### src/common/dram_cmd_pkg.sv
// ddr4 command package: pin encodings, sequencer states and request address map
package dram_cmd_pkg;

    // command pins in order {CS_n, ACT_n, RAS_n, CAS_n, WE_n}
    // ACT only fixes the top two bits, the low three carry row[16:14]
    typedef enum logic [4:0] {
        DESEL = 5'b11111,
        MRS   = 5'b01000,
        ZQCL  = 5'b01110,
        ACT   = 5'b00000,
        RD    = 5'b01101,
        WR    = 5'b01100,
        PRE   = 5'b01010
    } cmd_t;

    // init states run top to bottom, then the access loop
    // eighteen states do not fit in four bits, so five are used
    typedef enum logic [4:0] {
        POWER_UP,
        PRE_RESET,
        RESET,
        NOP,
        // mode register loads, same order as MR_TABLE
        MR1_DLL,
        MR3,
        MR6,
        MR5,
        MR4,
        MR2,
        MR1,
        MR0,
        ZQ_CAL,
        IDLE,
        ACTIVATE,
        READ,
        WRITE,
        PRECHARGE
    } dram_state_t;

    // device address fields
    typedef logic [1:0]  bg_t;
    typedef logic [1:0]  ba_t;
    typedef logic [16:0] row_t;
    typedef logic [9:0]  col_t;

    // A13..A0 on the pins
    typedef logic [13:0] pin_addr_t;

    // flat scheduler address, {row, ba, bg, col} from top to bottom
    typedef logic [30:0] req_addr_t;

    localparam int COL_LSB = 0;
    localparam int BG_LSB  = 10;
    localparam int BA_LSB  = 12;
    localparam int ROW_LSB = 14;

    // A12 in column commands, burst length 8 on the fly
    localparam logic BL8_BIT  = 1'b1;
    // A10 in column commands, no auto precharge
    localparam logic AUTO_PRE = 1'b0;

endpackage

### src/common/dram_timing_pkg.sv
// ddr4 timing package: state intervals in clock cycles and mode register values
package dram_timing_pkg;

    // counts cycles inside one state
    typedef logic [7:0] interval_t;

    // shortened so init and access stay short in simulation
    localparam interval_t T_PWUP   = 8'd8;
    localparam interval_t T_XPR    = 8'd6;
    localparam interval_t T_DLLK   = 8'd8;
    localparam interval_t T_MOD    = 8'd4;
    localparam interval_t T_ZQINIT = 8'd8;
    localparam interval_t T_RCD    = 8'd4;
    // cas latency plus burst
    localparam interval_t T_READ   = 8'd6;
    // write latency plus write recovery plus burst
    localparam interval_t T_WRITE  = 8'd10;
    localparam interval_t T_RP     = 8'd4;
    // idle is re-evaluated every cycle
    localparam interval_t T_IDLE   = 8'd1;

    // one mode register load on the pins
    typedef struct packed {
        dram_cmd_pkg::bg_t       bg;
        dram_cmd_pkg::ba_t       ba;
        dram_cmd_pkg::pin_addr_t addr;
    } mr_load_t;

    // indexed by load order, MR1_DLL first and MR0 last
    localparam mr_load_t MR_TABLE [8] = '{
        '{bg: 2'd0, ba: 2'd1, addr: 14'h0001},
        '{bg: 2'd0, ba: 2'd3, addr: 14'h0000},
        '{bg: 2'd1, ba: 2'd2, addr: 14'h080F},
        '{bg: 2'd1, ba: 2'd1, addr: 14'h0000},
        '{bg: 2'd1, ba: 2'd0, addr: 14'h1000},
        '{bg: 2'd0, ba: 2'd2, addr: 14'h0088},
        '{bg: 2'd0, ba: 2'd1, addr: 14'h0001},
        '{bg: 2'd0, ba: 2'd0, addr: 14'h041D}
    };

    // long zq calibration, A10 high
    localparam dram_cmd_pkg::pin_addr_t ZQ_ADDR = 14'h0400;

endpackage

### src/hdl/dram_request_decode.sv
// request decoder: splits the scheduler address and holds the accepted access
module dram_request_decode (
    input  logic                    CLK,
    input  logic                    nRST,
    input  logic                    req_read,
    input  logic                    req_write,
    input  dram_cmd_pkg::req_addr_t req_addr,
    input  logic                    accept,
    output logic                    req_pending,
    output logic                    req_is_write,
    output dram_cmd_pkg::bg_t       acc_bg,
    output dram_cmd_pkg::ba_t       acc_ba,
    output dram_cmd_pkg::row_t      acc_row,
    output dram_cmd_pkg::col_t      acc_col
);

    // fields of the live request
    dram_cmd_pkg::bg_t  req_bg;
    dram_cmd_pkg::ba_t  req_ba;
    dram_cmd_pkg::row_t req_row;
    dram_cmd_pkg::col_t req_col;

    // kind of the live request, write wins when both are up
    logic req_kind_write;

    // address split by the package map
    assign req_col = req_addr[dram_cmd_pkg::COL_LSB +: $bits(dram_cmd_pkg::col_t)];
    assign req_bg  = req_addr[dram_cmd_pkg::BG_LSB +: $bits(dram_cmd_pkg::bg_t)];
    assign req_ba  = req_addr[dram_cmd_pkg::BA_LSB +: $bits(dram_cmd_pkg::ba_t)];
    assign req_row = req_addr[dram_cmd_pkg::ROW_LSB +: $bits(dram_cmd_pkg::row_t)];

    assign req_pending    = req_read | req_write;
    assign req_kind_write = req_write;

    // kind of the access in flight, steers ACTIVATE to READ or WRITE
    always_ff @(posedge CLK, negedge nRST) begin
        if (!nRST) begin
            req_is_write <= 1'b0;
        end else if (accept) begin
            req_is_write <= req_kind_write;
        end
    end

    // address fields held from accept until the next accept
    always_ff @(posedge CLK) begin
        if (accept) begin
            acc_bg  <= req_bg;
            acc_ba  <= req_ba;
            acc_row <= req_row;
            acc_col <= req_col;
        end
    end

endmodule

### src/sequencer/dram_interval_timer.sv
// interval timer: counts cycles in the current state and flags its first and last
module dram_interval_timer (
    input  logic                      CLK,
    input  logic                      nRST,
    input  dram_cmd_pkg::dram_state_t state,
    output logic                      first_cycle,
    output logic                      last_cycle
);

    dram_timing_pkg::interval_t count;
    dram_timing_pkg::interval_t len;
    dram_timing_pkg::interval_t last_count;

    // interval of the current state
    always_comb begin
        case (state)
            dram_cmd_pkg::POWER_UP,
            dram_cmd_pkg::PRE_RESET,
            dram_cmd_pkg::RESET:     len = dram_timing_pkg::T_PWUP;
            dram_cmd_pkg::NOP:       len = dram_timing_pkg::T_XPR;
            dram_cmd_pkg::MR1_DLL:   len = dram_timing_pkg::T_DLLK;
            dram_cmd_pkg::MR3,
            dram_cmd_pkg::MR6,
            dram_cmd_pkg::MR5,
            dram_cmd_pkg::MR4,
            dram_cmd_pkg::MR2,
            dram_cmd_pkg::MR1,
            dram_cmd_pkg::MR0:       len = dram_timing_pkg::T_MOD;
            dram_cmd_pkg::ZQ_CAL:    len = dram_timing_pkg::T_ZQINIT;
            dram_cmd_pkg::ACTIVATE:  len = dram_timing_pkg::T_RCD;
            dram_cmd_pkg::READ:      len = dram_timing_pkg::T_READ;
            dram_cmd_pkg::WRITE:     len = dram_timing_pkg::T_WRITE;
            dram_cmd_pkg::PRECHARGE: len = dram_timing_pkg::T_RP;
            // idle and unused codes
            default:                 len = dram_timing_pkg::T_IDLE;
        endcase
    end

    assign last_count = len - 8'd1;

    assign first_cycle = (count == '0);
    assign last_cycle  = (count == last_count);

    // wraps at the last count, the sequencer moves on at the same edge
    always_ff @(posedge CLK, negedge nRST) begin
        if (!nRST) begin
            count <= '0;
        end else if (last_cycle) begin
            count <= '0;
        end else begin
            count <= count + 8'd1;
        end
    end

endmodule

### src/sequencer/dram_sequencer.sv
// command sequencer FSM: device init, then closed-page read and write accesses
module dram_sequencer (
    input  logic                      CLK,
    input  logic                      nRST,
    input  logic                      req_pending,
    input  logic                      req_is_write,
    input  logic                      last_cycle,
    output dram_cmd_pkg::dram_state_t state,
    output logic                      accept,
    output logic                      request_done
);

    dram_cmd_pkg::dram_state_t next_state;

    always_ff @(posedge CLK, negedge nRST) begin
        if (!nRST) begin
            state <= dram_cmd_pkg::POWER_UP;
        end else begin
            state <= next_state;
        end
    end

    // a state is left only in its last cycle
    always_comb begin
        next_state = state;
        if (last_cycle) begin
            case (state)
                // power up and reset of the device
                dram_cmd_pkg::POWER_UP: begin
                    next_state = dram_cmd_pkg::PRE_RESET;
                end
                dram_cmd_pkg::PRE_RESET: begin
                    next_state = dram_cmd_pkg::RESET;
                end
                dram_cmd_pkg::RESET: begin
                    next_state = dram_cmd_pkg::NOP;
                end
                dram_cmd_pkg::NOP: begin
                    next_state = dram_cmd_pkg::MR1_DLL;
                end
                // mode register loads
                dram_cmd_pkg::MR1_DLL: begin
                    next_state = dram_cmd_pkg::MR3;
                end
                dram_cmd_pkg::MR3: begin
                    next_state = dram_cmd_pkg::MR6;
                end
                dram_cmd_pkg::MR6: begin
                    next_state = dram_cmd_pkg::MR5;
                end
                dram_cmd_pkg::MR5: begin
                    next_state = dram_cmd_pkg::MR4;
                end
                dram_cmd_pkg::MR4: begin
                    next_state = dram_cmd_pkg::MR2;
                end
                dram_cmd_pkg::MR2: begin
                    next_state = dram_cmd_pkg::MR1;
                end
                dram_cmd_pkg::MR1: begin
                    next_state = dram_cmd_pkg::MR0;
                end
                dram_cmd_pkg::MR0: begin
                    next_state = dram_cmd_pkg::ZQ_CAL;
                end
                dram_cmd_pkg::ZQ_CAL: begin
                    next_state = dram_cmd_pkg::IDLE;
                end
                // idle repeats until a request shows up
                dram_cmd_pkg::IDLE: begin
                    if (req_pending) begin
                        next_state = dram_cmd_pkg::ACTIVATE;
                    end
                end
                // column command by the captured kind
                dram_cmd_pkg::ACTIVATE: begin
                    next_state = req_is_write ? dram_cmd_pkg::WRITE : dram_cmd_pkg::READ;
                end
                dram_cmd_pkg::READ, dram_cmd_pkg::WRITE: begin
                    next_state = dram_cmd_pkg::PRECHARGE;
                end
                // closed page, always back to idle
                dram_cmd_pkg::PRECHARGE: begin
                    next_state = dram_cmd_pkg::IDLE;
                end
                // unused codes restart the init
                default: begin
                    next_state = dram_cmd_pkg::POWER_UP;
                end
            endcase
        end
    end

    // idle lasts one cycle, so a pending request is taken at once
    assign accept = (state == dram_cmd_pkg::IDLE) && req_pending;

    // end of the data phase
    assign request_done = ((state == dram_cmd_pkg::READ) ||
                           (state == dram_cmd_pkg::WRITE)) && last_cycle;

endmodule

### src/hdl/dram_command_encoder.sv
// command encoder: drives ddr4 command, bank and address pins from the FSM state
module dram_command_encoder (
    input  dram_cmd_pkg::dram_state_t state,
    input  logic                      first_cycle,
    input  dram_cmd_pkg::bg_t         acc_bg,
    input  dram_cmd_pkg::ba_t         acc_ba,
    input  dram_cmd_pkg::row_t        acc_row,
    input  dram_cmd_pkg::col_t        acc_col,
    output logic                      cs_n,
    output logic                      act_n,
    output logic                      ras_n_a16,
    output logic                      cas_n_a15,
    output logic                      we_n_a14,
    output logic                      reset_n,
    output logic                      cke,
    output dram_cmd_pkg::bg_t         bg,
    output dram_cmd_pkg::ba_t         ba,
    output dram_cmd_pkg::pin_addr_t   addr
);

    dram_cmd_pkg::cmd_t cmd;
    dram_timing_pkg::mr_load_t mr_load;

    // position of the load in MR_TABLE
    logic [2:0] mr_idx;

    assign mr_idx  = 3'(state - dram_cmd_pkg::MR1_DLL);
    assign mr_load = dram_timing_pkg::MR_TABLE[mr_idx];

    always_comb begin
        // deselect with quiet bank and address pins
        cmd  = dram_cmd_pkg::DESEL;
        bg   = '0;
        ba   = '0;
        addr = '0;
        // a command goes out only in the first cycle of its state
        if (first_cycle) begin
            case (state)
                dram_cmd_pkg::MR1_DLL,
                dram_cmd_pkg::MR3,
                dram_cmd_pkg::MR6,
                dram_cmd_pkg::MR5,
                dram_cmd_pkg::MR4,
                dram_cmd_pkg::MR2,
                dram_cmd_pkg::MR1,
                dram_cmd_pkg::MR0: begin
                    cmd  = dram_cmd_pkg::MRS;
                    bg   = mr_load.bg;
                    ba   = mr_load.ba;
                    addr = mr_load.addr;
                end
                dram_cmd_pkg::ZQ_CAL: begin
                    cmd  = dram_cmd_pkg::ZQCL;
                    addr = dram_timing_pkg::ZQ_ADDR;
                end
                // row[16:14] go out on ras/cas/we below
                dram_cmd_pkg::ACTIVATE: begin
                    cmd  = dram_cmd_pkg::ACT;
                    bg   = acc_bg;
                    ba   = acc_ba;
                    addr = acc_row[13:0];
                end
                dram_cmd_pkg::READ, dram_cmd_pkg::WRITE: begin
                    cmd  = (state == dram_cmd_pkg::WRITE) ? dram_cmd_pkg::WR : dram_cmd_pkg::RD;
                    bg   = acc_bg;
                    ba   = acc_ba;
                    // A12 burst chop bit, A10 auto precharge
                    addr = {1'b0, dram_cmd_pkg::BL8_BIT, 1'b0, dram_cmd_pkg::AUTO_PRE, acc_col};
                end
                // single bank, A10 stays low
                dram_cmd_pkg::PRECHARGE: begin
                    cmd = dram_cmd_pkg::PRE;
                    bg  = acc_bg;
                    ba  = acc_ba;
                end
                default: begin
                    cmd = dram_cmd_pkg::DESEL;
                end
            endcase
        end
    end

    // activate shares ras/cas/we with the top row bits
    assign {cs_n, act_n, ras_n_a16, cas_n_a15, we_n_a14} =
        (cmd == dram_cmd_pkg::ACT) ? {cmd[4:3], acc_row[16:14]} : cmd;

    // device reset held through power up
    assign reset_n = !((state == dram_cmd_pkg::POWER_UP) ||
                       (state == dram_cmd_pkg::PRE_RESET));

    // cke rises one state after reset_n
    assign cke = !((state == dram_cmd_pkg::POWER_UP) ||
                   (state == dram_cmd_pkg::PRE_RESET) ||
                   (state == dram_cmd_pkg::RESET));

endmodule

### src/hdl/dram_command.sv
// ddr4 command sequencer top: decoder, FSM, interval timer and pin encoder
module dram_command (
    input  logic                    CLK,
    input  logic                    nRST,
    // scheduler side
    input  logic                    req_read,
    input  logic                    req_write,
    input  dram_cmd_pkg::req_addr_t req_addr,
    output logic                    request_done,
    // device side
    output logic                    cs_n,
    output logic                    act_n,
    output logic                    ras_n_a16,
    output logic                    cas_n_a15,
    output logic                    we_n_a14,
    output dram_cmd_pkg::bg_t       bg,
    output dram_cmd_pkg::ba_t       ba,
    output dram_cmd_pkg::pin_addr_t addr,
    output logic                    reset_n,
    output logic                    cke
);

    // decoder to sequencer
    logic req_pending;
    logic req_is_write;
    logic accept;

    // held access fields
    dram_cmd_pkg::bg_t  acc_bg;
    dram_cmd_pkg::ba_t  acc_ba;
    dram_cmd_pkg::row_t acc_row;
    dram_cmd_pkg::col_t acc_col;

    // state and its cycle markers
    dram_cmd_pkg::dram_state_t state;
    logic first_cycle;
    logic last_cycle;

    dram_request_decode u_decode (
        .CLK          (CLK),
        .nRST         (nRST),
        .req_read     (req_read),
        .req_write    (req_write),
        .req_addr     (req_addr),
        .accept       (accept),
        .req_pending  (req_pending),
        .req_is_write (req_is_write),
        .acc_bg       (acc_bg),
        .acc_ba       (acc_ba),
        .acc_row      (acc_row),
        .acc_col      (acc_col)
    );

    dram_sequencer u_sequencer (
        .CLK          (CLK),
        .nRST         (nRST),
        .req_pending  (req_pending),
        .req_is_write (req_is_write),
        .last_cycle   (last_cycle),
        .state        (state),
        .accept       (accept),
        .request_done (request_done)
    );

    dram_interval_timer u_timer (
        .CLK         (CLK),
        .nRST        (nRST),
        .state       (state),
        .first_cycle (first_cycle),
        .last_cycle  (last_cycle)
    );

    dram_command_encoder u_encoder (
        .state       (state),
        .first_cycle (first_cycle),
        .acc_bg      (acc_bg),
        .acc_ba      (acc_ba),
        .acc_row     (acc_row),
        .acc_col     (acc_col),
        .cs_n        (cs_n),
        .act_n       (act_n),
        .ras_n_a16   (ras_n_a16),
        .cas_n_a15   (cas_n_a15),
        .we_n_a14    (we_n_a14),
        .reset_n     (reset_n),
        .cke         (cke),
        .bg          (bg),
        .ba          (ba),
        .addr        (addr)
    );

endmodule

### config.mk
export PLATFORM = sky130hd
export DESIGN_NAME = dram_command
export DESIGN_NICKNAME = d
export VERILOG_FILES = /design/src/common/dram_cmd_pkg.sv /design/src/common/dram_timing_pkg.sv /design/src/hdl/dram_request_decode.sv /design/src/sequencer/dram_interval_timer.sv /design/src/sequencer/dram_sequencer.sv /design/src/hdl/dram_command_encoder.sv /design/src/hdl/dram_command.sv
export SDC_FILE = /design/constraint.sdc
export NUM_CORES = 1
export LEC_CHECK = 0
export BUFFER_PORTS_ARGS = -buffer_cell sky130_fd_sc_hd__buf_2
export CORE_MARGIN = 2
export CORE_UTILIZATION = 55
export CTS_CLUSTER_DIAMETER = 100
export DETAILED_ROUTE_END_ITERATION = 8
export GPL_TIMING_DRIVEN = 0
export PLACE_DENSITY_LB_ADDON = 0.12
export SETUP_SLACK_MARGIN = 0.4
export SYNTH_ARGS = -nofsm -noshare
export SYNTH_HDL_FRONTEND = slang
export SYNTH_SLANG_ARGS = --single-unit
### constraint.sdc
create_clock -name CLK -period 4.12 [get_ports CLK]
set_input_delay 0.412 -clock CLK [delete_from_list [all_inputs] [get_ports CLK]]
set_output_delay 0.412 -clock CLK [all_outputs]
set_load 0.005 [all_outputs]
==> flow_summary.ini <==
[run_status]
status = finished with violations
violations = negative hold slack

[power]
p_comb_share_pct = 55.8
p_int_mw = 1.24
switching_share_pct = 44.7
clock_power_share_pct = 12.5
power.density_nw_per_um2 = 727
power.total_mw = 2.24
p_leak_nw = 1.30
max-vdd-ir-drop_uv = 390
seqPwrFrac_pct = 31.7
p_switching_mw = 1.00

[die]
die_w_microns = 72.7
initial_utilization_pct = 58.4
io_pins = 61
die_y_microns = 72.7
fp.dieArea_sq_um = 5280
num_rows = 24
core_area_sq_um = 4440

[global_route]
grt_max_degree = 18
grt_overflow = 0
antenna_found_initial = 0
grt_pass1_wl_microns = 9160
grtUsageTotal_pct = 22.7
grt_pass1_vias = 1916

[sta]
fin_crit_ns = 3.54
hold_ws_ns = -0.0203
finalCritPeriodShare_pct = 86.0
hold_viol_final = 14
setup_tns_ns = 0
final-setup-viol-count = 0
clock_skew_ns = 0.0145
max_freq_ghz = 0.282
slew_headroom_pct = 47.1
drv_slew = 0
worst_slew_pin_slew_ns = 0.793
rsz0062_at_grt = false

[hold_path]
hold_class = in2async

[clocking]
cts_tree = built
clockBufferDepth = 2
cts.sinks = 45
clk_transition_reported_paths_ns = 0.10
insertion_delay_ns = 0.31
cts_made_buffers = 5
clk_root_buffer_cell = clkbuf_8
htree_levels = 2

[yosys]
synth_area_sq_um = 2590
syn-mean-instance-area_sq_um = 10.3
async_flop_share_pct = 31.1
ys_seq_elements = 45
synth_top_flop_cell = edfxtp_1
synth.largest_area_cell = edfxtp_1
syn_nets = 297
synthCells = 253
yosys-top-cells-count = nor2_1, edfxtp_1, nand2_1, a21oi_1, dfrtp_1
synth_area_leaders = edfxtp_1, dfrtp_1, nor2_1, ha_1, a21oi_1
ys_types = 51
synth-seq-area-share_pct = 49.4
post-synth-top-area-fraction_pct = 35.9
yosys_warnings = 0
synth-edff-count = 31
yosysMostFrequentCell = nor2_1

[worst_setup_path]
cp.required_ns = 3.71
crit_arrival_ns = 3.13
worstPathMaxFanout = 10
startpoint_type = flop
reg2reg_slack_ns = 1.21
cp-startpoint = u_sequencer.state[0]
cp-end-kind = output port
critPathKind = reg2out
r2r_start = u_sequencer.state[0]

[cells_and_area]
final_nets = 365
diodes = 0
layout-drive-gt1-share_pct = 27.6
syn_to_final_growth_pct = 18.9
final_cells = 374

[routing]
drt_iter0_drc = 208
vias = 2130
wl_per_cell_microns = 15.3
vias_per_cell = 5.70
postRouteAntennaNets = 0
drc = 0
dr.pass1.iters = 4
drt_wl_total_microns = 5730

[job]
max_cap_viol_count = 0

[placement]
dpl.hpwl_microns = 4250
port-buffer-count = 60
dpl.cell_count = 366
routabilityCongestion = 0.898
## sequential cells by signal, summed over array words and instances, names as in the netlist
signal	count
u_decode.acc_ba	2
u_decode.acc_bg	2
u_decode.acc_col	10
u_decode.acc_row	17
u_decode.req_is_write	1
u_sequencer.state	5
u_timer.count	8
## power groups by stage
stage               registers [mW]  logic (mW)  clock network [mW]
global route                 0.728        1.39               0.295
CTS                          0.708        1.23               0.280
floorplan                    0.685       0.953                   0
global placement             0.719        1.19                   0
finish                       0.711        1.25               0.279
detailed placement           0.718        1.21                   0
## worst paths after layout
path / endpoint / cells after the start
max in group asynchronous: u_sequencer.state[1] / 1
hold reg to reg: u_timer.count[0] / 1
setup / recovery: request_done / 12
setup reg to reg: u_sequencer.state[1] / 12
min in group CLK: u_decode.acc_bg[0] / 1
hold / removal: u_sequencer.state[3] / 1
## metal layers
metal / vias up / global-route usage [%] / part of all wire (%)
met2: 86 / 35.9 / 47
met5: - / 0 / 0
met4: 0 / 7.00 / 1.2
li1: 1050 / - / -
met1: 985 / 31.4 / 45
met3: 9 / 5.25 / 6.8
## critical path, stage by stage, from the launching register on
cell and delay (ns):
dfrtp_2 0.47, inv_1 0.15, ha_1 0.20, and4bb_2 0.28
a31oi_1 0.08, ha_1 0.23, and2_1 0.15, a211o_1 0.31
a211oi_2 0.27, and4bb_1 0.26, buf_4 0.19, and2_1 0.13
buf_2 0.10
## area by class of cell
class	instances	area [sq um]
fill	360	1360
sequential	45	1280
multi-input combinational	188	1230
timing repair buffer	61	315
clock buffer	5	68.8
tap	52	65.1
buffer	11	61.3
inverter	9	33.8
clock inverter	3	21.3
## layout by cell type, fill, tap and decap left out, types with 2 or more instances in the layout
cell type,Yosys,routed
a21o_1,5,5
a21oi_1,16,16
a221oi_1,2,2
a22oi_1,7,7
a31oi_1,4,4
and2_1,5,5
and3_1,7,7
and3b_1,2,2
buf_2,4,64
buf_4,2,2
clkbuf_1,4,4
clkbuf_8,0,5
dfrtp_1,14,12
dfrtp_2,0,2
edfxtp_1,31,31
ha_1,9,9
inv_1,9,9
mux2_1,2,2
mux2i_1,2,2
nand2_1,18,18
nand2b_1,3,3
nand3_1,11,11
nor2_1,36,35
nor2_2,1,2
nor2b_1,8,7
nor3_1,2,2
o21a_1,2,2
o21ai_0,10,10
or3_1,3,3
xnor2_1,6,6
xor2_1,5,5
## logic make-up (layout without fill, tap and decap cells)
kind of cell               count (synthesis)  count (layout)  synth area share (%)
adders and majority gates                  9               9                  4.34
AOI/OAI and AO/OA                         58              58                  15.9
xor gates and xnor gates                  11              11                  3.71
muxes                                      5               5                  2.07
DFF                                       45              45                  49.4
and+or+nand+nor                          105             105                  20.9
buffers and inverters                     20              89                  3.67
## timing repair
action,CTS,global route
resized for setup,1,5
endpoints found under the setup margin,1,4
hold buffers,0,0
setup buffers,0,0
gates cloned,0,0
## through the flow
| step | util (%) | worst slack (ns) | cell area, sq um |
|---|---|---|---|
| after floorplan | - | 1.30 | 2590 |
| after global placement | 66.6 | 0.731 | 2960 |
| after detailed placement | 67.0 | 0.702 | 2980 |
| after CTS | 69.1 | 0.501 | 3070 |
| after global routing | 69.4 | 0.405 | 3080 |
| final | 69.4 | 0.577 | 3080 |
No activity file was read; power rests on OpenSTA's default activity.
